===== config.mk =====
export PLATFORM = sky130hd
export DESIGN_NAME = dram_ctrl_top
export DESIGN_NICKNAME = d
export VERILOG_FILES = /design/src/dram_pkg.sv /design/src/dram_ctrl_top.sv /design/src/dram_cmd_encoder.sv /design/src/dram_access_fsm.sv /design/src/dram_init_seq.sv
export VERILOG_INCLUDE_DIRS = /design/src
export SDC_FILE = /design/constraint.sdc
export NUM_CORES = 1
export LEC_CHECK = 0
export BUFFER_PORTS_ARGS = -buffer_cell sky130_fd_sc_hd__clkbuf_2
export CAP_MARGIN = 20
export CORE_MARGIN = 8
export CORE_UTILIZATION = 51
export DETAILED_ROUTE_END_ITERATION = 10
export PLACE_DENSITY = 0.8
export SETUP_SLACK_MARGIN = 0.1
export SLEW_MARGIN = 20
export SYNTH_ARGS = -nofsm -noshare
export SYNTH_HDL_FRONTEND = slang
export SYNTH_SLANG_ARGS = --single-unit

===== constraint.sdc =====
create_clock -name CLK -period 2.9 [get_ports CLK]
set_input_delay 0.58 -clock CLK [delete_from_list [all_inputs] [get_ports CLK]]
set_output_delay 0.58 -clock CLK [all_outputs]
set_load 0.05 [all_outputs]

===== src/dram_consts.svh =====
/*
 * shared widths, timing counts and mode-register values for the DDR4 command generator
 * timing counts are shortened for simulation and are not real DDR4 speed-bin values
 * every interval is a count of controller clock cycles, 12 bits wide
 * mode-register loads are {bg, ba, addr} in issue order, load 0 enables the DLL
 */
`ifndef DRAM_CONSTS_SVH
`define DRAM_CONSTS_SVH

// address widths
`define ROW_W       17
`define COL_W       10
`define ADDR_W      14
`define BG_W        2
`define BA_W        2
`define CNT_W       12

// power-up and init intervals
`define T_PWUP      12'd20
`define T_XPR       12'd10
`define T_DLLK      12'd8
`define T_MOD       12'd4
`define T_ZQINIT    12'd8

// access intervals
`define T_RCD       12'd4
`define T_CL        12'd5
`define T_CWL       12'd4
`define T_BURST     12'd4
`define T_WR        12'd6
`define T_RP        12'd4

// mode-register loads as {bg, ba, addr}
`define MR_LOADS    8
`define MR_LOAD_0   {2'd0, 2'd1, 14'h0001}
`define MR_LOAD_1   {2'd0, 2'd3, 14'h0000}
`define MR_LOAD_2   {2'd1, 2'd2, 14'h080F}
`define MR_LOAD_3   {2'd1, 2'd1, 14'h0000}
`define MR_LOAD_4   {2'd1, 2'd0, 14'h1000}
`define MR_LOAD_5   {2'd0, 2'd2, 14'h0088}
`define MR_LOAD_6   {2'd0, 2'd1, 14'h0001}
`define MR_LOAD_7   {2'd0, 2'd0, 14'h041D}

// long ZQ calibration, A10 high
`define ZQ_ADDR     14'h0400

`endif

===== src/dram_pkg.sv =====
/*
 * types shared by the DDR4 command generator
 * command encoding is {CS_n, ACT_n, RAS_n, CAS_n, WE_n}
 * ACT carries only its top two bits here, the encoder fills in row bits 16 to 14
 */
`include "dram_consts.svh"

package dram_pkg;

    // command pin patterns
    typedef enum logic [4:0] {
        DESEL   = 5'b11111,
        NOP_CMD = 5'b01111,
        MRS     = 5'b01000,
        ZQCL    = 5'b01110,
        // low three bits replaced by row address
        ACT     = 5'b00000,
        RD      = 5'b01101,
        WR      = 5'b01100,
        PRE     = 5'b01010
    } dram_cmd_e;

    // power-up walk
    typedef enum logic [2:0] {
        PWR_RAMP,
        RESET_HOLD,
        EXIT_WAIT,
        LOAD_MR,
        ZQ_CAL,
        INIT_DONE
    } init_state_e;

    // closed-page access walk
    typedef enum logic [2:0] {
        IDLE,
        ACTIVATE,
        COL_READ,
        COL_WRITE,
        PRECHARGE
    } access_state_e;

    // one mode-register load
    typedef struct packed {
        logic [`BG_W-1:0]   bg;
        logic [`BA_W-1:0]   ba;
        logic [`ADDR_W-1:0] addr;
    } mr_entry_t;

    // all loads, index 0 issued first
    typedef mr_entry_t [`MR_LOADS-1:0] mr_table_t;

endpackage


===== src/dram_ctrl_top.sv =====
/*
 * DDR4 single-rank command generator top
 * init sequencer, access sequencer and pin encoder, no logic of its own
 * only one request in flight, done and data windows lead the pins by a cycle
 */
`timescale 1ns/100ps
`include "dram_consts.svh"

module dram_ctrl_top (
    input  logic               CLK,
    input  logic               nRST,
    // request channel
    input  logic               req_valid,
    input  logic               req_write,
    input  logic [`BG_W-1:0]   req_bg,
    input  logic [`BA_W-1:0]   req_ba,
    input  logic [`ROW_W-1:0]  req_row,
    input  logic [`COL_W-1:0]  req_col,
    output logic               req_ready,
    output logic               done,
    output logic               rd_en,
    output logic               wr_en,
    // DDR4 pins
    output logic               reset_n,
    output logic               cke,
    output logic               cs_n,
    output logic               act_n,
    output logic               ras_n_a16,
    output logic               cas_n_a15,
    output logic               we_n_a14,
    output logic [`BG_W-1:0]   bg,
    output logic [`BA_W-1:0]   ba,
    output logic [`ADDR_W-1:0] addr
);

    dram_pkg::dram_cmd_e init_cmd;
    logic [`BG_W-1:0]    init_bg;
    logic [`BA_W-1:0]    init_ba;
    logic [`ADDR_W-1:0]  init_addr;
    logic                init_done;
    dram_pkg::dram_cmd_e acc_cmd;
    logic [`BG_W-1:0]    acc_bg;
    logic [`BA_W-1:0]    acc_ba;
    logic [`ROW_W-1:0]   acc_row;
    logic [`COL_W-1:0]   acc_col;

    dram_init_seq u_init (
        .CLK(CLK), .nRST(nRST),
        .init_cmd(init_cmd), .init_bg(init_bg), .init_ba(init_ba), .init_addr(init_addr),
        .reset_n(reset_n), .cke(cke), .init_done(init_done)
    );

    dram_access_fsm u_access (
        .CLK(CLK), .nRST(nRST), .init_done(init_done),
        .req_valid(req_valid), .req_write(req_write), .req_bg(req_bg), .req_ba(req_ba),
        .req_row(req_row), .req_col(req_col), .req_ready(req_ready),
        .acc_cmd(acc_cmd), .acc_bg(acc_bg), .acc_ba(acc_ba),
        .acc_row(acc_row), .acc_col(acc_col),
        .rd_en(rd_en), .wr_en(wr_en), .done(done)
    );

    dram_cmd_encoder u_enc (
        .CLK(CLK), .nRST(nRST),
        .init_cmd(init_cmd), .init_bg(init_bg), .init_ba(init_ba), .init_addr(init_addr),
        .acc_cmd(acc_cmd), .acc_bg(acc_bg), .acc_ba(acc_ba),
        .acc_row(acc_row), .acc_col(acc_col),
        .cs_n(cs_n), .act_n(act_n), .ras_n_a16(ras_n_a16), .cas_n_a15(cas_n_a15),
        .we_n_a14(we_n_a14), .bg(bg), .ba(ba), .addr(addr)
    );

endmodule


===== src/dram_cmd_encoder.sv =====
/*
 * merges init and access command sources and registers the DDR4 command pins
 * access source wins whenever it is not DESEL, init source otherwise
 * pins follow the selected source one cycle later, reset value is DESEL
 * RD and WR go out with auto-precharge off and no burst chop
 */
`timescale 1ns/100ps
`include "dram_consts.svh"

module dram_cmd_encoder (
    input  logic                CLK,
    input  logic                nRST,
    input  dram_pkg::dram_cmd_e init_cmd,
    input  logic [`BG_W-1:0]    init_bg,
    input  logic [`BA_W-1:0]    init_ba,
    input  logic [`ADDR_W-1:0]  init_addr,
    input  dram_pkg::dram_cmd_e acc_cmd,
    input  logic [`BG_W-1:0]    acc_bg,
    input  logic [`BA_W-1:0]    acc_ba,
    input  logic [`ROW_W-1:0]   acc_row,
    input  logic [`COL_W-1:0]   acc_col,
    output logic                cs_n,
    output logic                act_n,
    output logic                ras_n_a16,
    output logic                cas_n_a15,
    output logic                we_n_a14,
    output logic [`BG_W-1:0]    bg,
    output logic [`BA_W-1:0]    ba,
    output logic [`ADDR_W-1:0]  addr
);

    logic                sel_acc;
    logic [4:0]          pins_d;
    logic [`BG_W-1:0]    bg_d;
    logic [`BA_W-1:0]    ba_d;
    logic [`ADDR_W-1:0]  addr_d;

    assign sel_acc = (acc_cmd != dram_pkg::DESEL);

    always_comb begin
        pins_d = init_cmd;
        bg_d   = init_bg;
        ba_d   = init_ba;
        addr_d = init_addr;
        if (sel_acc) begin
            pins_d = acc_cmd;
            bg_d   = acc_bg;
            ba_d   = acc_ba;
            addr_d = '0;
            case (acc_cmd)
                dram_pkg::ACT: begin
                    // upper row bits ride on ras/cas/we
                    pins_d = {acc_cmd[4:3], acc_row[16:14]};
                    addr_d = acc_row[13:0];
                end
                dram_pkg::RD,
                dram_pkg::WR: begin
                    addr_d[`COL_W-1:0] = acc_col;
                    // A12 high means BL8 on the fly
                    addr_d[12] = 1'b1;
                    // A10 low, no auto-precharge
                    addr_d[10] = 1'b0;
                end
                // single-bank precharge, A10 stays low
                default: addr_d = '0;
            endcase
        end
    end

    always_ff @(posedge CLK, negedge nRST) begin
        if (!nRST) begin
            {cs_n, act_n, ras_n_a16, cas_n_a15, we_n_a14} <= dram_pkg::DESEL;
            bg   <= '0;
            ba   <= '0;
            addr <= '0;
        end else begin
            {cs_n, act_n, ras_n_a16, cas_n_a15, we_n_a14} <= pins_d;
            bg   <= bg_d;
            ba   <= ba_d;
            addr <= addr_d;
        end
    end

    // init and access phases never overlap
    a_single_source: assert property (@(posedge CLK) disable iff (!nRST)
        !(sel_acc && init_cmd != dram_pkg::DESEL));

endmodule


===== src/dram_access_fsm.sv =====
/*
 * closed-page access sequencer, one request in flight at a time
 * ACT, then RD or WR, then PRE, no look-ahead and no refresh
 * req_ready only in IDLE once init is done, requester must hold fields until accepted
 * rd_en, wr_en and done are combinational and lead the command pins by one cycle
 */
`timescale 1ns/100ps
`include "dram_consts.svh"

module dram_access_fsm (
    input  logic                CLK,
    input  logic                nRST,
    input  logic                init_done,
    input  logic                req_valid,
    input  logic                req_write,
    input  logic [`BG_W-1:0]    req_bg,
    input  logic [`BA_W-1:0]    req_ba,
    input  logic [`ROW_W-1:0]   req_row,
    input  logic [`COL_W-1:0]   req_col,
    output logic                req_ready,
    output dram_pkg::dram_cmd_e acc_cmd,
    output logic [`BG_W-1:0]    acc_bg,
    output logic [`BA_W-1:0]    acc_ba,
    output logic [`ROW_W-1:0]   acc_row,
    output logic [`COL_W-1:0]   acc_col,
    output logic                rd_en,
    output logic                wr_en,
    output logic                done
);

    // column state lengths
    localparam logic [`CNT_W-1:0] RD_LEN = `T_CL + `T_BURST;
    localparam logic [`CNT_W-1:0] WR_LEN = `T_CWL + `T_BURST + `T_WR;
    localparam logic [`CNT_W-1:0] WR_END = `T_CWL + `T_BURST;

    dram_pkg::access_state_e state, state_n;
    logic [`CNT_W-1:0]       cnt;
    logic [`CNT_W-1:0]       interval;
    logic                    last;
    logic                    first;
    logic                    accept;

    // latched request, payload only
    logic                    write_q;
    logic [`BG_W-1:0]        bg_q;
    logic [`BA_W-1:0]        ba_q;
    logic [`ROW_W-1:0]       row_q;
    logic [`COL_W-1:0]       col_q;

    assign req_ready = init_done && (state == dram_pkg::IDLE);
    assign accept    = req_valid && req_ready;

    always_comb begin
        case (state)
            dram_pkg::ACTIVATE:  interval = `T_RCD;
            dram_pkg::COL_READ:  interval = RD_LEN;
            dram_pkg::COL_WRITE: interval = WR_LEN;
            dram_pkg::PRECHARGE: interval = `T_RP;
            default:             interval = '0;
        endcase
    end

    assign first = (cnt == '0);
    assign last  = (state != dram_pkg::IDLE) && (cnt == interval - 1'b1);

    // next state
    always_comb begin
        state_n = state;
        case (state)
            dram_pkg::IDLE: begin
                if (accept) begin
                    state_n = dram_pkg::ACTIVATE;
                end
            end
            dram_pkg::ACTIVATE: begin
                if (last) begin
                    state_n = write_q ? dram_pkg::COL_WRITE : dram_pkg::COL_READ;
                end
            end
            dram_pkg::COL_READ,
            dram_pkg::COL_WRITE: begin
                if (last) begin
                    state_n = dram_pkg::PRECHARGE;
                end
            end
            dram_pkg::PRECHARGE: begin
                if (last) begin
                    state_n = dram_pkg::IDLE;
                end
            end
            default: state_n = dram_pkg::IDLE;
        endcase
    end

    always_ff @(posedge CLK, negedge nRST) begin
        if (!nRST) begin
            state <= dram_pkg::IDLE;
            cnt   <= '0;
        end else begin
            state <= state_n;
            // counter held at zero while idle
            if (last || state == dram_pkg::IDLE) begin
                cnt <= '0;
            end else begin
                cnt <= cnt + 1'b1;
            end
        end
    end

    // capture on the accepting edge
    always_ff @(posedge CLK) begin
        if (accept) begin
            write_q <= req_write;
            bg_q    <= req_bg;
            ba_q    <= req_ba;
            row_q   <= req_row;
            col_q   <= req_col;
        end
    end

    // fields stay valid for the whole access
    assign acc_bg  = bg_q;
    assign acc_ba  = ba_q;
    assign acc_row = row_q;
    assign acc_col = col_q;

    always_comb begin
        acc_cmd = dram_pkg::DESEL;
        if (first) begin
            case (state)
                dram_pkg::ACTIVATE:  acc_cmd = dram_pkg::ACT;
                dram_pkg::COL_READ:  acc_cmd = dram_pkg::RD;
                dram_pkg::COL_WRITE: acc_cmd = dram_pkg::WR;
                dram_pkg::PRECHARGE: acc_cmd = dram_pkg::PRE;
                default:             acc_cmd = dram_pkg::DESEL;
            endcase
        end
    end

    // read data in the last burst cycles of the column state
    assign rd_en = (state == dram_pkg::COL_READ) && (cnt >= `T_CL);
    // write data after write latency, then recovery
    assign wr_en = (state == dram_pkg::COL_WRITE) && (cnt >= `T_CWL) && (cnt < WR_END);
    assign done  = last && (state == dram_pkg::COL_READ || state == dram_pkg::COL_WRITE);

    // no request taken while the device is still initialising
    a_ready_after_init: assert property (@(posedge CLK) disable iff (!nRST)
        !init_done |-> !req_ready);

    // a single burst window at a time
    a_one_window: assert property (@(posedge CLK) disable iff (!nRST)
        !(rd_en && wr_en));

endmodule


===== src/dram_init_seq.sv =====
/*
 * DDR4 power-up and initialisation sequencer for a single rank
 * runs once after nRST, then holds init_done high until the next reset
 * every state lasts its full interval, a command shows on its first cycle only
 * reset_n and cke are decoded from state and go straight to the pins
 */
`timescale 1ns/100ps
`include "dram_consts.svh"

module dram_init_seq (
    input  logic                CLK,
    input  logic                nRST,
    output dram_pkg::dram_cmd_e init_cmd,
    output logic [`BG_W-1:0]    init_bg,
    output logic [`BA_W-1:0]    init_ba,
    output logic [`ADDR_W-1:0]  init_addr,
    output logic                reset_n,
    output logic                cke,
    output logic                init_done
);

    // load values in issue order, entry 0 at the low end
    localparam dram_pkg::mr_table_t MR_TABLE = {
        `MR_LOAD_7, `MR_LOAD_6, `MR_LOAD_5, `MR_LOAD_4,
        `MR_LOAD_3, `MR_LOAD_2, `MR_LOAD_1, `MR_LOAD_0
    };

    dram_pkg::init_state_e state, state_n;
    logic [`CNT_W-1:0]     cnt;
    logic [`CNT_W-1:0]     interval;
    logic [2:0]            load_idx;
    logic                  step;
    logic                  first;
    dram_pkg::mr_entry_t   cur_mr;

    // length of the current state
    always_comb begin
        case (state)
            dram_pkg::PWR_RAMP,
            dram_pkg::RESET_HOLD: interval = `T_PWUP;
            dram_pkg::EXIT_WAIT:  interval = `T_XPR;
            // dll enable needs the lock time
            dram_pkg::LOAD_MR:    interval = (load_idx == 3'd0) ? `T_DLLK : `T_MOD;
            dram_pkg::ZQ_CAL:     interval = `T_ZQINIT;
            default:              interval = '0;
        endcase
    end

    assign first = (cnt == '0);
    assign step  = (state != dram_pkg::INIT_DONE) && (cnt == interval - 1'b1);

    // next state
    always_comb begin
        state_n = state;
        if (step) begin
            case (state)
                dram_pkg::PWR_RAMP:   state_n = dram_pkg::RESET_HOLD;
                dram_pkg::RESET_HOLD: state_n = dram_pkg::EXIT_WAIT;
                dram_pkg::EXIT_WAIT:  state_n = dram_pkg::LOAD_MR;
                dram_pkg::LOAD_MR: begin
                    // stay here until the last load has had its interval
                    if (load_idx == 3'(`MR_LOADS - 1)) begin
                        state_n = dram_pkg::ZQ_CAL;
                    end
                end
                dram_pkg::ZQ_CAL:     state_n = dram_pkg::INIT_DONE;
                default:              state_n = state;
            endcase
        end
    end

    always_ff @(posedge CLK, negedge nRST) begin
        if (!nRST) begin
            state    <= dram_pkg::PWR_RAMP;
            cnt      <= '0;
            load_idx <= '0;
        end else begin
            state <= state_n;
            // interval counter restarts on every step
            if (step) begin
                cnt <= '0;
            end else if (state != dram_pkg::INIT_DONE) begin
                cnt <= cnt + 1'b1;
            end
            if (step && state == dram_pkg::LOAD_MR) begin
                load_idx <= load_idx + 3'd1;
            end
        end
    end

    assign cur_mr = MR_TABLE[load_idx];

    // command on first cycle of a state only
    always_comb begin
        init_cmd  = dram_pkg::DESEL;
        init_bg   = '0;
        init_ba   = '0;
        init_addr = '0;
        if (first && state == dram_pkg::LOAD_MR) begin
            init_cmd  = dram_pkg::MRS;
            init_bg   = cur_mr.bg;
            init_ba   = cur_mr.ba;
            init_addr = cur_mr.addr;
        end else if (first && state == dram_pkg::ZQ_CAL) begin
            init_cmd  = dram_pkg::ZQCL;
            init_addr = `ZQ_ADDR;
        end
    end

    // device held in reset through ramp and hold
    assign reset_n   = (state != dram_pkg::PWR_RAMP) && (state != dram_pkg::RESET_HOLD);
    assign cke       = reset_n;
    assign init_done = (state == dram_pkg::INIT_DONE);

    // init source only ever issues mode loads and calibration
    a_init_cmd_legal: assert property (@(posedge CLK) disable iff (!nRST)
        init_cmd inside {dram_pkg::DESEL, dram_pkg::MRS, dram_pkg::ZQCL});

endmodule


==> summary.md, run 1 <==
| Metric | Value |
|---|---|
| Via density | `5.50` |
| Count leader, synth | `dfrtp_1` |
| F_max | `310 MHz` |
| Clock tree buffer depth | `2` |
| Gr usage total | `0.177` |
| Grt met1 use | `0.198` |
| Worst-Margin Slew | `0.754 ns` |
| Met3 usage in global routing | `0.0437` |
| I/O Buffers | `63` |
| Power Dens Cells | `430 mW/mm²` |
| Yosys cell types | `65` |
| Part of the power in registers | `0.562` |
| CP Capture Type | `primary output` |
| Delay-heaviest family, CP | `simple AND/OR/NAND/NOR gates` |
| Relative slew slack | `0.497` |
| Nets@finish | `517` |
| DIE HEIGHT | `107 µm` |
| FILL cells | `586` |
| Commonest cells in the synthesized netlist | `dfrtp_1, nor2_1, edfxtp_1` |
| Core box area | `0.00818 mm²` |
| Final min period | `3.23 ns` |
| Total grt overflow | `0` |
| Area contributors post-synth | `dfrtp_1, edfxtp_1, ha_1` |
| Internal | `1.80 mW` |
| Syn nets | `419` |
| Hpwl dp | `6.93 mm` |
| Syn-to-layout area delta | `24.7%` |
| Setup crit start kind | `flip-flop` |
| Worst reg2reg setup slack | `-0.28 ns` |
| Critical Path AT | `2.65 ns` |
| FF-to-FF End | `u_access.cnt[6]` |
| Critical path class | `reg2out` |
| Dominant synthesized flop cell | `dfrtp_1` |
| CTS tree | `built` |
| Slowest cell on crit path | `or3b_4` |
| Sw Ratio | `0.214` |
| CP Buf/Inv Count | `1` |
| Initial DRC count | `162` |
| Residual DRC | `0` |
| WL final | `10.1 mm` |
| Antenna Cells | `0` |
| Clk sink count | `88` |
| Sequential cell area fraction in the yosys report | `0.555` |
| Post-synth EDFFs | `32` |
| Ordered list of cells on the worst path | `or3b_4 > ha_4 > ha_2 > nor3_1 > o211ai_1 > or2_4 > nor3_4 > buf_12` |
| Post-route setup slack | `-0.326 ns` |
| GPL Wtd Cong | `0.899` |
| Io pins | `64` |
| Area leader, netlist | `dfrtp_1` |
| Die Area | `0.0116 mm²` |
| WL/cell | `17.6 µm` |
| H-tree Lvls | `3` |
| #FFs+latches synth | `88` |
| Worst-skew pair later-pin latency | `0.37 ns` |
| Reg-to-reg startpoint | `u_access.state[2]` |
| Synth top area share | `0.299` |
| Max-slew violations | `0` |
| Worst path required time | `2.32 ns` |
| Routed vias | `3165` |
| Fin crit share | `1.11` |
| First-pass GRT wire length | `16.1 mm` |
| Met2 usage | `0.322` |
| Worst Skew | `0.0121 ns` |
| Status | `finished with violations` |
| TritonCTS Buffers | `9` |
| Post-Syn Area | `0.00427 mm²` |
| Setup-failing EPs final | `14` |
| Vias in the first global route | `3297` |
| Ys Warns | `0` |
| Reg2Reg Depth | `16` |
| Setup tns final | `-3.69 ns` |
| Initial core utilization | `0.522` |
| Worst-path clk slew | `0.10 ns` |
| Antenna violations before repair | `0` |
| Most used routing layer | `met2` |
| Failing checks | `negative setup slack` |
| Largest net degree at the start of global routing | `31` |
| P_leak | `2.34 nW` |
| Power share of the clock group | `0.420` |
| Crit path max fanout | `6` |
| Max stage delay on crit path | `0.43 ns` |
| NetSw | `0.490 mW` |
| Worst Hold Class | `in2async` |
| RSZ-0062 raised after global routing | `yes` |
| Max rail drop VDD | `0.000307 V` |
| Layout cells sized above 1 | `0.349` |
| Max cap viols | `0` |
| Design area | `0.00532 mm²` |
| Antenna Nets Post-Route | `0` |
| Gate Count Post-Synth | `367` |
| DIE WIDTH | `107 µm` |
| DP Area | `0.00486 mm²` |
| Clk root buf | `clkbuf_8` |
| Avg Cell Area, Syn | `11.6 µm²` |
| Logic pwr share | `0.018` |
| CTS hold repair buffers | `0` |
| Post-synth ARST share | `0.636` |
| Final Hold Violating Endpoints | `0` |
| Row count | `33` |
| Pre-antenna DRT Iters | `4` |
how the worst max path moves through the flow:
| stage | end | cells past startpoint | slack [ns] | startpoint |
|---|---|---|---|---|
| 2_1_floorplan | done | 8 | -0.07 | u_access.state[0] |
| 3_3_place_gp | done | 8 | 0.07 | u_access.state[0] |
| 3_5_place_dp | u_init.state[1] | 11 | -0.02 | u_init.load_idx[0] |
| 4_1_cts | done | 8 | -0.25 | u_access.state[2] |
| 5_1_grt | done | 8 | -0.42 | u_access.state[2] |
| 6_report | done | 8 | -0.33 | u_access.state[2] |
stage by stage:
step | hold slack, ns | util | power, mW | worst slack [ns] | instances
final | 0.268 | 0.651 | 2.29 | -0.326 | 575
after global routing | 0.312 | 0.651 | 2.36 | -0.418 | 575
after CTS | 0.279 | 0.640 | 2.31 | -0.247 | 570
after detailed placement | 0.446 | 0.594 | 1.36 | -0.0171 | 538
after global placement | 0.432 | 0.594 | 1.36 | 0.0729 | 538
after floorplan | 0.284 | - | 1.31 | -0.0686 | 367
cell usage in the layout (no fill, tap or decap), types with 5 or more instances in the layout:
master / Yosys / final
clkbuf_2: 0 / 61
dfrtp_1: 51 / 51
buf_4: 2 / 37
nor2_1: 35 / 34
edfxtp_1: 32 / 32
nand2_1: 26 / 26
xor2_1: 17 / 17
inv_1: 16 / 15
ha_1: 17 / 13
nand3_1: 11 / 11
a21oi_1: 11 / 10
xnor2_1: 11 / 10
clkbuf_8: 0 / 9
a22oi_1: 7 / 7
o21ai_2: 7 / 7
and3_1: 6 / 6
nand4_1: 6 / 6
mux2i_1: 5 / 5
o31ai_1: 5 / 5
a22o_1: 5 / 5
o21ai_1: 5 / 5
dfstp_2: 5 / 5
cells by family (layout without fill, tap and decap cells):
| group | Yosys count | in the layout | share of synthesized area |
|---|---|---|---|
| buffers and inverters | 31 | 134 | 0.0343 |
| XOR/XNOR | 28 | 28 | 0.0574 |
| flip-flops | 88 | 88 | 0.555 |
| AND/OR/NAND/NOR | 133 | 133 | 0.171 |
| AO/OA/AOI/OAI | 62 | 62 | 0.111 |
| multiplexers | 8 | 8 | 0.0214 |
| adder cells (fa/ha/maj) | 17 | 17 | 0.0498 |
area by class of cell:
| type | count | area, µm² | area share |
|---|---|---|---|
| multi-input combinational | 248 | 1890 | 0.354 |
| clock buffer | 9 | 124 | 0.0233 |
| tap | 105 | 131 | 0.0247 |
| inverter | 16 | 60.1 | 0.0113 |
| sequential | 88 | 2370 | 0.445 |
| timing repair buffer | 102 | 649 | 0.122 |
| clock inverter | 7 | 104 | 0.0195 |
routing by layer:
layer  wire length (µm)  vias to the layer above
li1                   -                     1508
met1               4030                     1551
met2               5390                       85
met3                514                       21
met4                192                        0
met5                  0                        -
state kept, by name, indices dropped and copies added (netlist names):
register / cells
u_access.cnt: 12
u_enc.addr: 14
u_enc.act_n: 1
u_enc.ba: 2
u_init.load_idx: 3
u_access.acc_ba: 2
u_access.write_q: 1
u_access.acc_bg: 2
u_access.state: 3
u_enc.we_n_a14: 1
u_enc.ras_n_a16: 1
u_init.cnt: 12
u_enc.cas_n_a15: 1
u_access.acc_row: 17
u_init.state: 3
u_enc.bg: 2
u_access.acc_col: 10
u_enc.cs_n: 1
power groups by stage:
| stage | sequential, mW | combinational (mW) | clock (mW) |
|---|---|---|---|
| after floorplan | 1.31 | 0.00000986 | 0 |
| after global placement | 1.31 | 0.0412 | 0 |
| after detailed placement | 1.31 | 0.0427 | 0 |
| after CTS | 1.29 | 0.0432 | 0.976 |
| after global routing | 1.29 | 0.0470 | 1.02 |
| final | 1.29 | 0.0413 | 0.961 |
worst reg2reg max path: stages, from the launching register on:
cell	delay, ns
dfrtp_1	0.41
or3b_4	0.43
ha_4	0.22
ha_2	0.19
nor3_1	0.23
o211ai_1	0.17
buf_4	0.16
buf_4	0.12
buf_4	0.12
buf_4	0.12
buf_4	0.12
buf_4	0.12
buf_4	0.12
buf_4	0.12
o21ai_1	0.15
buf_4	0.20
nor2_1	0.07
repair_timing:
action                                  CTS  global route
hold endpoints to repair                  0             0
buffers inserted                         16             5
endpoints found under the setup margin    8            31
gates resized for setup                   5            12
pin swaps                                 7             5
No activity file was read; power rests on OpenSTA's default activity.
==> inputs of run 2 (changes only) <==
TNS_END_PERCENT = 50   (was unset)
==> run 2 against run 1 <==
The flow still finishes with violations (negative setup slack). Critical endpoint unchanged. Clock-buffer cell count unchanged. Setup slack improved by 0.021 ns. Sequential power about the same. Largest cell class unchanged.
==> summary.md, run 2 (synthesis gave the netlist of run 1 again) <==
| Metric | Value |
|---|---|
| Core box area | `0.00818 mm² (unchanged)` |
| Worst Skew | `0.0124 ns (was 0.0121 ns)` |
| Final min period | `3.21 ns (was 3.23 ns)` |
| Tot Pwr | `2.29 mW (about the same)` |
| Critical path class | `reg2out (unchanged)` |
| Vias in the first global route | `3297 (unchanged)` |
| F_max | `312 MHz (was 310 MHz)` |
| CP Buf/Inv Count | `1 (unchanged)` |
| Initial core utilization | `0.522 (unchanged)` |
| Delay-heaviest family, CP | `simple AND/OR/NAND/NOR gates (unchanged)` |
| Die Area | `0.0116 mm² (unchanged)` |
| Reg-to-reg startpoint | `u_access.state[2] (unchanged)` |
| Design area | `0.00528 mm² (was 0.00532 mm²)` |
| Power share of the clock group | `0.420 (about the same)` |
| Relative slew slack | `0.495 (was 0.497)` |
| Routed vias | `3142 (was 3165)` |
| Setup crit start kind | `flip-flop (unchanged)` |
| Residual DRC | `0 (unchanged)` |
| Antenna Cells | `0 (unchanged)` |
| Commonest non-fill, non-tap cells in the layout | `clkbuf_2, dfrtp_1, nor2_1, buf_4, edfxtp_1 (was clkbuf_2, dfrtp_1, buf_4, nor2_1, edfxtp_1)` |
| Via density | `5.50 (about the same)` |
| Layout cells sized above 1 | `0.337 (was 0.349)` |
| Part of the power in registers | `0.562 (about the same)` |
| Io pins | `64 (unchanged)` |
| Worst-path clk slew | `0.09 ns (was 0.10 ns)` |
| Worst Hold Class | `in2async (unchanged)` |
| I/O Buffers | `63 (unchanged)` |
| Max FFs per register | `17 (unchanged)` |
| Logic pwr share | `0.018 (about the same)` |
| First-pass GRT wire length | `16.1 mm (unchanged)` |
| Nets@finish | `513 (was 517)` |
| Worst reg2reg setup slack | `-0.25 ns (was -0.28 ns)` |
| Largest net degree at the start of global routing | `31 (unchanged)` |
| H-tree Lvls | `3 (unchanged)` |
| Critical Path AT | `2.63 ns (was 2.65 ns)` |
| TritonCTS Buffers | `9 (unchanged)` |
| FF-to-FF End | `u_access.cnt[6] (unchanged)` |
| Clk root buf | `clkbuf_8 (unchanged)` |
| Reg2Reg Depth | `16 (unchanged)` |
| DIE HEIGHT | `107 µm (unchanged)` |
| Max rail drop VDD | `0.000306 V (was 0.000307 V)` |
| DP Area | `0.00486 mm² (unchanged)` |
| Worst path required time | `2.32 ns (about the same)` |
| Max cap viols | `0 (unchanged)` |
| Worst-skew pair later-pin latency | `0.37 ns (about the same)` |
| Failing checks | `negative setup slack (unchanged)` |
| Slowest cell on crit path | `or3b_4 (unchanged)` |
| Power Dens Cells | `434 mW/mm² (was 430 mW/mm²)` |
| Crit path max fanout | `6 (unchanged)` |
| Post-route setup slack | `-0.305 ns (was -0.326 ns)` |
| Sw Ratio | `0.214 (about the same)` |
| NetSw | `0.489 mW (was 0.490 mW)` |
| Max-slew violations | `0 (unchanged)` |
| P_leak | `2.31 nW (was 2.34 nW)` |
| Setup tns final | `-3.34 ns (was -3.69 ns)` |
| CP Capture Type | `primary output (unchanged)` |
| Ordered list of cells on the worst path | `or3b_4 > ha_4 > ha_2 > and4_1 > and3_1 > o211ai_1 > or2_4 > nor3_4 > buf_12 (was or3b_4 > ha_4 > ha_2 > nor3_1 > o211ai_1 > or2_4 > nor3_4 > buf_12)` |
| Final Hold Violating Endpoints | `0 (unchanged)` |
| CTS tree | `built (unchanged)` |
| Gr usage total | `0.177 (unchanged)` |
| Row count | `33 (unchanged)` |
| Internal | `1.80 mW (about the same)` |
| DIE WIDTH | `107 µm (unchanged)` |
| Status | `finished with violations (unchanged)` |
| CTS hold repair buffers | `0 (unchanged)` |
| Most common cell after layout, fill and taps aside | `clkbuf_2 (unchanged)` |
| Worst-Margin Slew | `0.758 ns (was 0.754 ns)` |
| Setup-failing EPs final | `14 (unchanged)` |
| Total grt overflow | `0 (unchanged)` |
| Pre-antenna DRT Iters | `4 (unchanged)` |
| Clk sink count | `88 (unchanged)` |
| Clock tree buffer depth | `2 (unchanged)` |
| Syn-to-layout area delta | `23.7% (was 24.7%)` |
| GPL Wtd Cong | `0.899 (unchanged)` |
| WL/cell | `17.3 µm (was 17.6 µm)` |
| Max stage delay on crit path | `0.43 ns (about the same)` |
| WL final | `9.86 mm (was 10.1 mm)` |
| Antenna Nets Post-Route | `0 (unchanged)` |
| RSZ-0062 raised after global routing | `yes (unchanged)` |
| Fin crit share | `1.11 (about the same)` |
| Antenna violations before repair | `0 (unchanged)` |
| Hpwl dp | `6.93 mm (unchanged)` |
| Initial DRC count | `195 (was 162)` |
-- run 2: how the worst max path moves through the flow --
stage / end / depth (start not counted) / startpoint / slack (ns)
floorplan: done / 8 / u_access.state[0] / -0.07
global placement: done / 8 / u_access.state[0] / 0.07
detailed placement: u_init.state[1] / 11 / u_init.load_idx[0] / -0.02
CTS: done / 8 / u_access.state[2] / -0.25
global route: done / 9 / u_access.state[2] / -0.40
finish: done / 9 / u_access.state[2] / -0.31
-- run 2: repair_timing --
item	4_1_cts	5_1_grt
endpoints found under the setup margin	8	31
pin swaps	7	4
gates resized for setup	5	9
buffers inserted	16	1
-- run 2: layer usage --
| layer | global-route usage | routed length (µm) | vias to the layer above |
|---|---|---|---|
| met1 | 0.198 | 4020 | 1545 |
| met4 | 0.0535 | 154 | 0 |
| met2 | 0.322 | 5220 | 81 |
| li1 | - | - | 1501 |
| met3 | 0.0437 | 470 | 15 |
| met5 | 0 | 0 | - |
-- run 2: area by class of cell --
type | count | area [µm²]
Inverter | 16 | 60.1
Fill cell | 593 | 2890
Sequential cell | 88 | 2370
Clock buffer | 9 | 124
Clock inverter | 7 | 104
Tap cell | 105 | 131
Timing Repair Buffer | 98 | 618
Multi-Input combinational cell | 248 | 1880
-- run 2: metrics by stage --
stage	instances	hold slack, ns	worst slack, ns	util
after floorplan	367	0.284	-0.0686	-
after global placement	538	0.432	0.0729	0.594
after detailed placement	538	0.446	-0.0171	0.594
after CTS	570	0.279	-0.247	0.640
after global routing	571	0.313	-0.397	0.646
final	571	0.269	-0.305	0.646
-- run 2: power groups by stage --
stage,Combinational (mW),Clock (mW),Sequential (mW)
floorplan,0.00000986,0,1.31
global placement,0.0412,0,1.31
detailed placement,0.0427,0,1.31
CTS,0.0432,0.976,1.29
global route,0.0470,1.02,1.29
finish,0.0412,0.961,1.29
==> inputs of run 3 (changes only) <==
ABC_AREA = 1   (was unset)
==> run 3 against run 2 <==
Core utilization shrank 1.1 points. Maximum frequency grew 0.52%. Area after synthesis grew 1.9%. Power grew 1.0%. Register-to-register slack gained 0.38 ns. Hold slack lost 0.029 ns. Critical path type unchanged. Critical path depth grew 5. The flow still finishes with violations (negative setup slack). Combinational power grew 1%. Sequential power is essentially flat. Wire length grew 4.7%. Via count grew 15%.
==> summary.md, run 3 <==
| Metric | Value |
|---|---|
| Worst reg2reg setup slack | `0.13 ns (was -0.25 ns)` |
| Dominant synthesized flop cell | `dfrtp_1 (unchanged)` |
| CP Capture Type | `primary output (unchanged)` |
| Area contributors post-synth | `dfrtp_1, edfxtp_1, nand2_1 (was dfrtp_1, edfxtp_1, ha_1)` |
| Clk root buf | `clkbuf_8 (unchanged)` |
| Post-synth ARST share | `0.636 (unchanged)` |
| Slowest cell on crit path | `dfrtp_1 (was or3b_4)` |
| CP Buf/Inv Count | `2 (was 1)` |
| Die Area | `0.0117 mm² (was 0.0116 mm²)` |
| Core box area | `0.00826 mm² (was 0.00818 mm²)` |
| Io pins | `64 (unchanged)` |
| Design area | `0.00525 mm² (was 0.00528 mm²)` |
| Clock tree buffer depth | `2 (unchanged)` |
| Synth top area share | `0.293 (was 0.299)` |
| Gate Count Post-Synth | `481 (was 367)` |
| WHS | `0.241 ns (was 0.269 ns)` |
| Reg-to-reg startpoint | `u_access.state[0] (was u_access.state[2])` |
| Antenna Cells | `0 (unchanged)` |
| Worst-skew pair later-pin latency | `0.36 ns (was 0.37 ns)` |
| Layout cells sized above 1 | `0.271 (was 0.337)` |
| Failing checks | `negative setup slack (unchanged)` |
| Clk sink count | `88 (unchanged)` |
| Worst path required time | `2.32 ns (about the same)` |
| DIE WIDTH | `108 µm (was 107 µm)` |
| Power Dens Cells | `441 mW/mm² (was 434 mW/mm²)` |
| Setup-failing EPs final | `1 (was 14)` |
| Syn-to-layout area delta | `20.6% (was 23.7%)` |
| CTS hold repair buffers | `0 (unchanged)` |
| Top Layer Used | `met4 (unchanged)` |
| FF-to-FF End | `u_access.state[1] (was u_access.cnt[6])` |
| TritonCTS Buffers | `9 (unchanged)` |
| Status | `finished with violations (unchanged)` |
| Residual DRC | `0 (unchanged)` |
| I/O Buffers | `63 (unchanged)` |
| Pre-antenna DRT Iters | `6 (was 4)` |
| Most common cell on crit path | `nand2_2` |
| Antenna violations before repair | `0 (unchanged)` |
| Ordered list of cells on the worst path | `nor2_2 > nand2_2 > nand2_2 > nand2_2 > ha_4 > inv_2 > nand2_2 > nand2_2 > nor2_4 > nand3_2 > nor3_2 > nand3_2 > nor2_4 > buf_12 (was or3b_4 > ha_4 > ha_2 > and4_1 > and3_1 > o211ai_1 > or2_4 > nor3_4 > buf_12)` |
| Fin crit share | `1.10 (was 1.11)` |
| Max cap viols | `0 (unchanged)` |
| Worst-path clk slew | `0.10 ns (was 0.09 ns)` |
| Largest net degree at the start of global routing | `34 (was 31)` |
| DIE HEIGHT | `108 µm (was 107 µm)` |
| Final Hold Violating Endpoints | `0 (unchanged)` |
| DP Worst Slack | `0.0174 ns (was -0.0171 ns)` |
| Post-synth EDFFs | `32 (unchanged)` |
| DP Area | `0.00486 mm² (unchanged)` |
| Initial core utilization | `0.527 (was 0.522)` |
| Critical Path AT | `2.61 ns (was 2.63 ns)` |
| Setup crit start kind | `flip-flop (unchanged)` |
| Final min period | `3.19 ns (was 3.21 ns)` |
| Met2 wire len | `5.27 mm (was 5.22 mm)` |
| Initial DRC count | `213 (was 195)` |
| Tot Pwr | `2.31 mW (was 2.29 mW)` |
| First-pass GRT wire length | `16.1 mm (about the same)` |
| Crit path max fanout | `4 (was 6)` |
| GPL Wtd Cong | `0.931 (was 0.899)` |
| P_leak | `2.52 nW (was 2.31 nW)` |
| Yosys cell types | `36 (was 65)` |
| Worst Skew | `0.0116 ns (was 0.0124 ns)` |
| Reg area | `0.00237 mm² (about the same)` |
| Max-slew violations | `0 (unchanged)` |
| Avg Cell Area, Syn | `9.04 µm² (was 11.6 µm²)` |
| Count leader, synth | `nand2_1 (was dfrtp_1)` |
| WL final | `10.3 mm (was 9.86 mm)` |
| WL/cell | `15.3 µm (was 17.3 µm)` |
| Post-route setup slack | `-0.289 ns (was -0.305 ns)` |
| Ys Warns | `0 (unchanged)` |
| Vias in the first global route | `3520 (was 3297)` |
| Nets@finish | `618 (was 513)` |
| Delay-heaviest family, CP | `simple AND/OR/NAND/NOR gates (unchanged)` |
| Relative slew slack | `0.552 (was 0.495)` |
| Worst Hold Class | `in2async (unchanged)` |
| Sequential cell area fraction in the yosys report | `0.544 (was 0.555)` |
| Via density | `5.35 (was 5.50)` |
| Syn nets | `533 (was 419)` |
| #FFs+latches synth | `88 (unchanged)` |
| Commonest non-fill, non-tap cells in the layout | `nand2_1, clkbuf_2, inv_1, nor2_1, dfrtp_1 (was clkbuf_2, dfrtp_1, nor2_1, buf_4, edfxtp_1)` |
| FILL cells | `636 (was 593)` |
| Critical path class | `reg2out (unchanged)` |
| Wl on met1 | `4.13 mm (was 4.02 mm)` |
| RSZ-0062 raised after global routing | `yes (unchanged)` |
| F_max | `314 MHz (was 312 MHz)` |
| Routed vias | `3616 (was 3142)` |
| CTS tree | `built (unchanged)` |
| Max rail drop VDD | `0.000408 V (was 0.000306 V)` |
| Total grt overflow | `0 (unchanged)` |
| Wire length on met3 | `696 µm (was 470 µm)` |
| Commonest cells in the synthesized netlist | `nand2_1, inv_1, nor2_1 (was dfrtp_1, nor2_1, edfxtp_1)` |
| Multi-input logic area | `0.00179 mm² (was 0.00188 mm²)` |
| Area leader, netlist | `dfrtp_1 (unchanged)` |
| Post-Syn Area | `0.00435 mm² (was 0.00427 mm²)` |
| Antenna Nets Post-Route | `0 (unchanged)` |
| H-tree Lvls | `3 (unchanged)` |
| Gr usage total | `0.172 (was 0.177)` |
| Max FFs per register | `17 (unchanged)` |
| Row count | `33 (unchanged)` |
| Hpwl dp | `7.14 mm (was 6.93 mm)` |
| Most common cell after layout, fill and taps aside | `nand2_1 (was clkbuf_2)` |
| Max stage delay on crit path | `0.45 ns (was 0.43 ns)` |
| Worst-Margin Slew | `0.672 ns (was 0.758 ns)` |
| Reg2Reg Depth | `18 (was 16)` |
==> run 3: final cells by class <==
class,count,share of cell area
sequential,88,0.452
timing repair buffer,81,0.0918
inverter,66,0.0472
clock buffer,9,0.0236
tap,105,0.0250
clock inverter,7,0.0205
multi-input combinational,320,0.340
==> run 3: how the worst max path moves through the flow <==
stage	startpoint	endpoint	slack [ns]	depth (start not counted)
final	u_access.state[0]	done	-0.29	14
after global routing	u_access.state[2]	done	-0.39	13
after floorplan	u_access.state[2]	done	-0.22	12
after CTS	u_access.state[1]	done	-0.21	14
after global placement	u_access.state[2]	done	0.16	13
after detailed placement	u_access.state[0]	done	0.02	14
==> run 3: worst reg2reg max path, cell delays in order (launching register included) <==
cell and delay [ns]:
dfrtp_1 0.45, nor2_2 0.19, nand2_2 0.09, nand2_2 0.11, nand2_2 0.09, ha_4 0.28
inv_2 0.03, nand2_2 0.06, nand2_2 0.08, nor2_4 0.15, nand3_2 0.10, nor3_2 0.20
nand3_2 0.13, buf_4 0.16, buf_4 0.12, buf_4 0.12, buf_4 0.14, nand3_1 0.08
nand2_1 0.08
==> run 3: metrics by stage <==
stage	utilization	TNS (ns)	cells
finish	0.635	-0.289	676
global route	0.635	-0.386	676
CTS	0.622	-0.207	671
detailed placement	0.588	0	651
global placement	0.588	0	651
floorplan	-	-0.218	481
==> run 3: where the power goes <==
group,switching [mW],internal (mW)
registers,0,1.29
logic,0.0226,0.0191
clock network,0.481,0.503
total,0.503,1.81
==> run 3: metal layers <==
layer,GRT usage,vias up
met4,0.0616,0
met2,0.289,143
met5,0,-
met1,0.208,1710
met3,0.0476,32
li1,-,1731
==> run 3: what timing repair did <==
action,CTS,global route
buffers inserted,4,5
endpoints found under the setup margin,1,1
pin swaps,5,12
resized for setup,9,18
endpoints found under the hold margin,0,0
==> run 3: cell families (layout without fill, tap and decap cells) <==
logic type / after synthesis / after routing / synth area share
AO/OA/AOI/OAI: 36 / 36 / 0.0443
AND/OR/NAND/NOR: 254 / 254 / 0.268
adder cells (fa/ha/maj): 17 / 17 / 0.0489
buffers and inverters: 73 / 163 / 0.0679
XOR/XNOR: 13 / 13 / 0.0262
flip-flops: 88 / 88 / 0.544
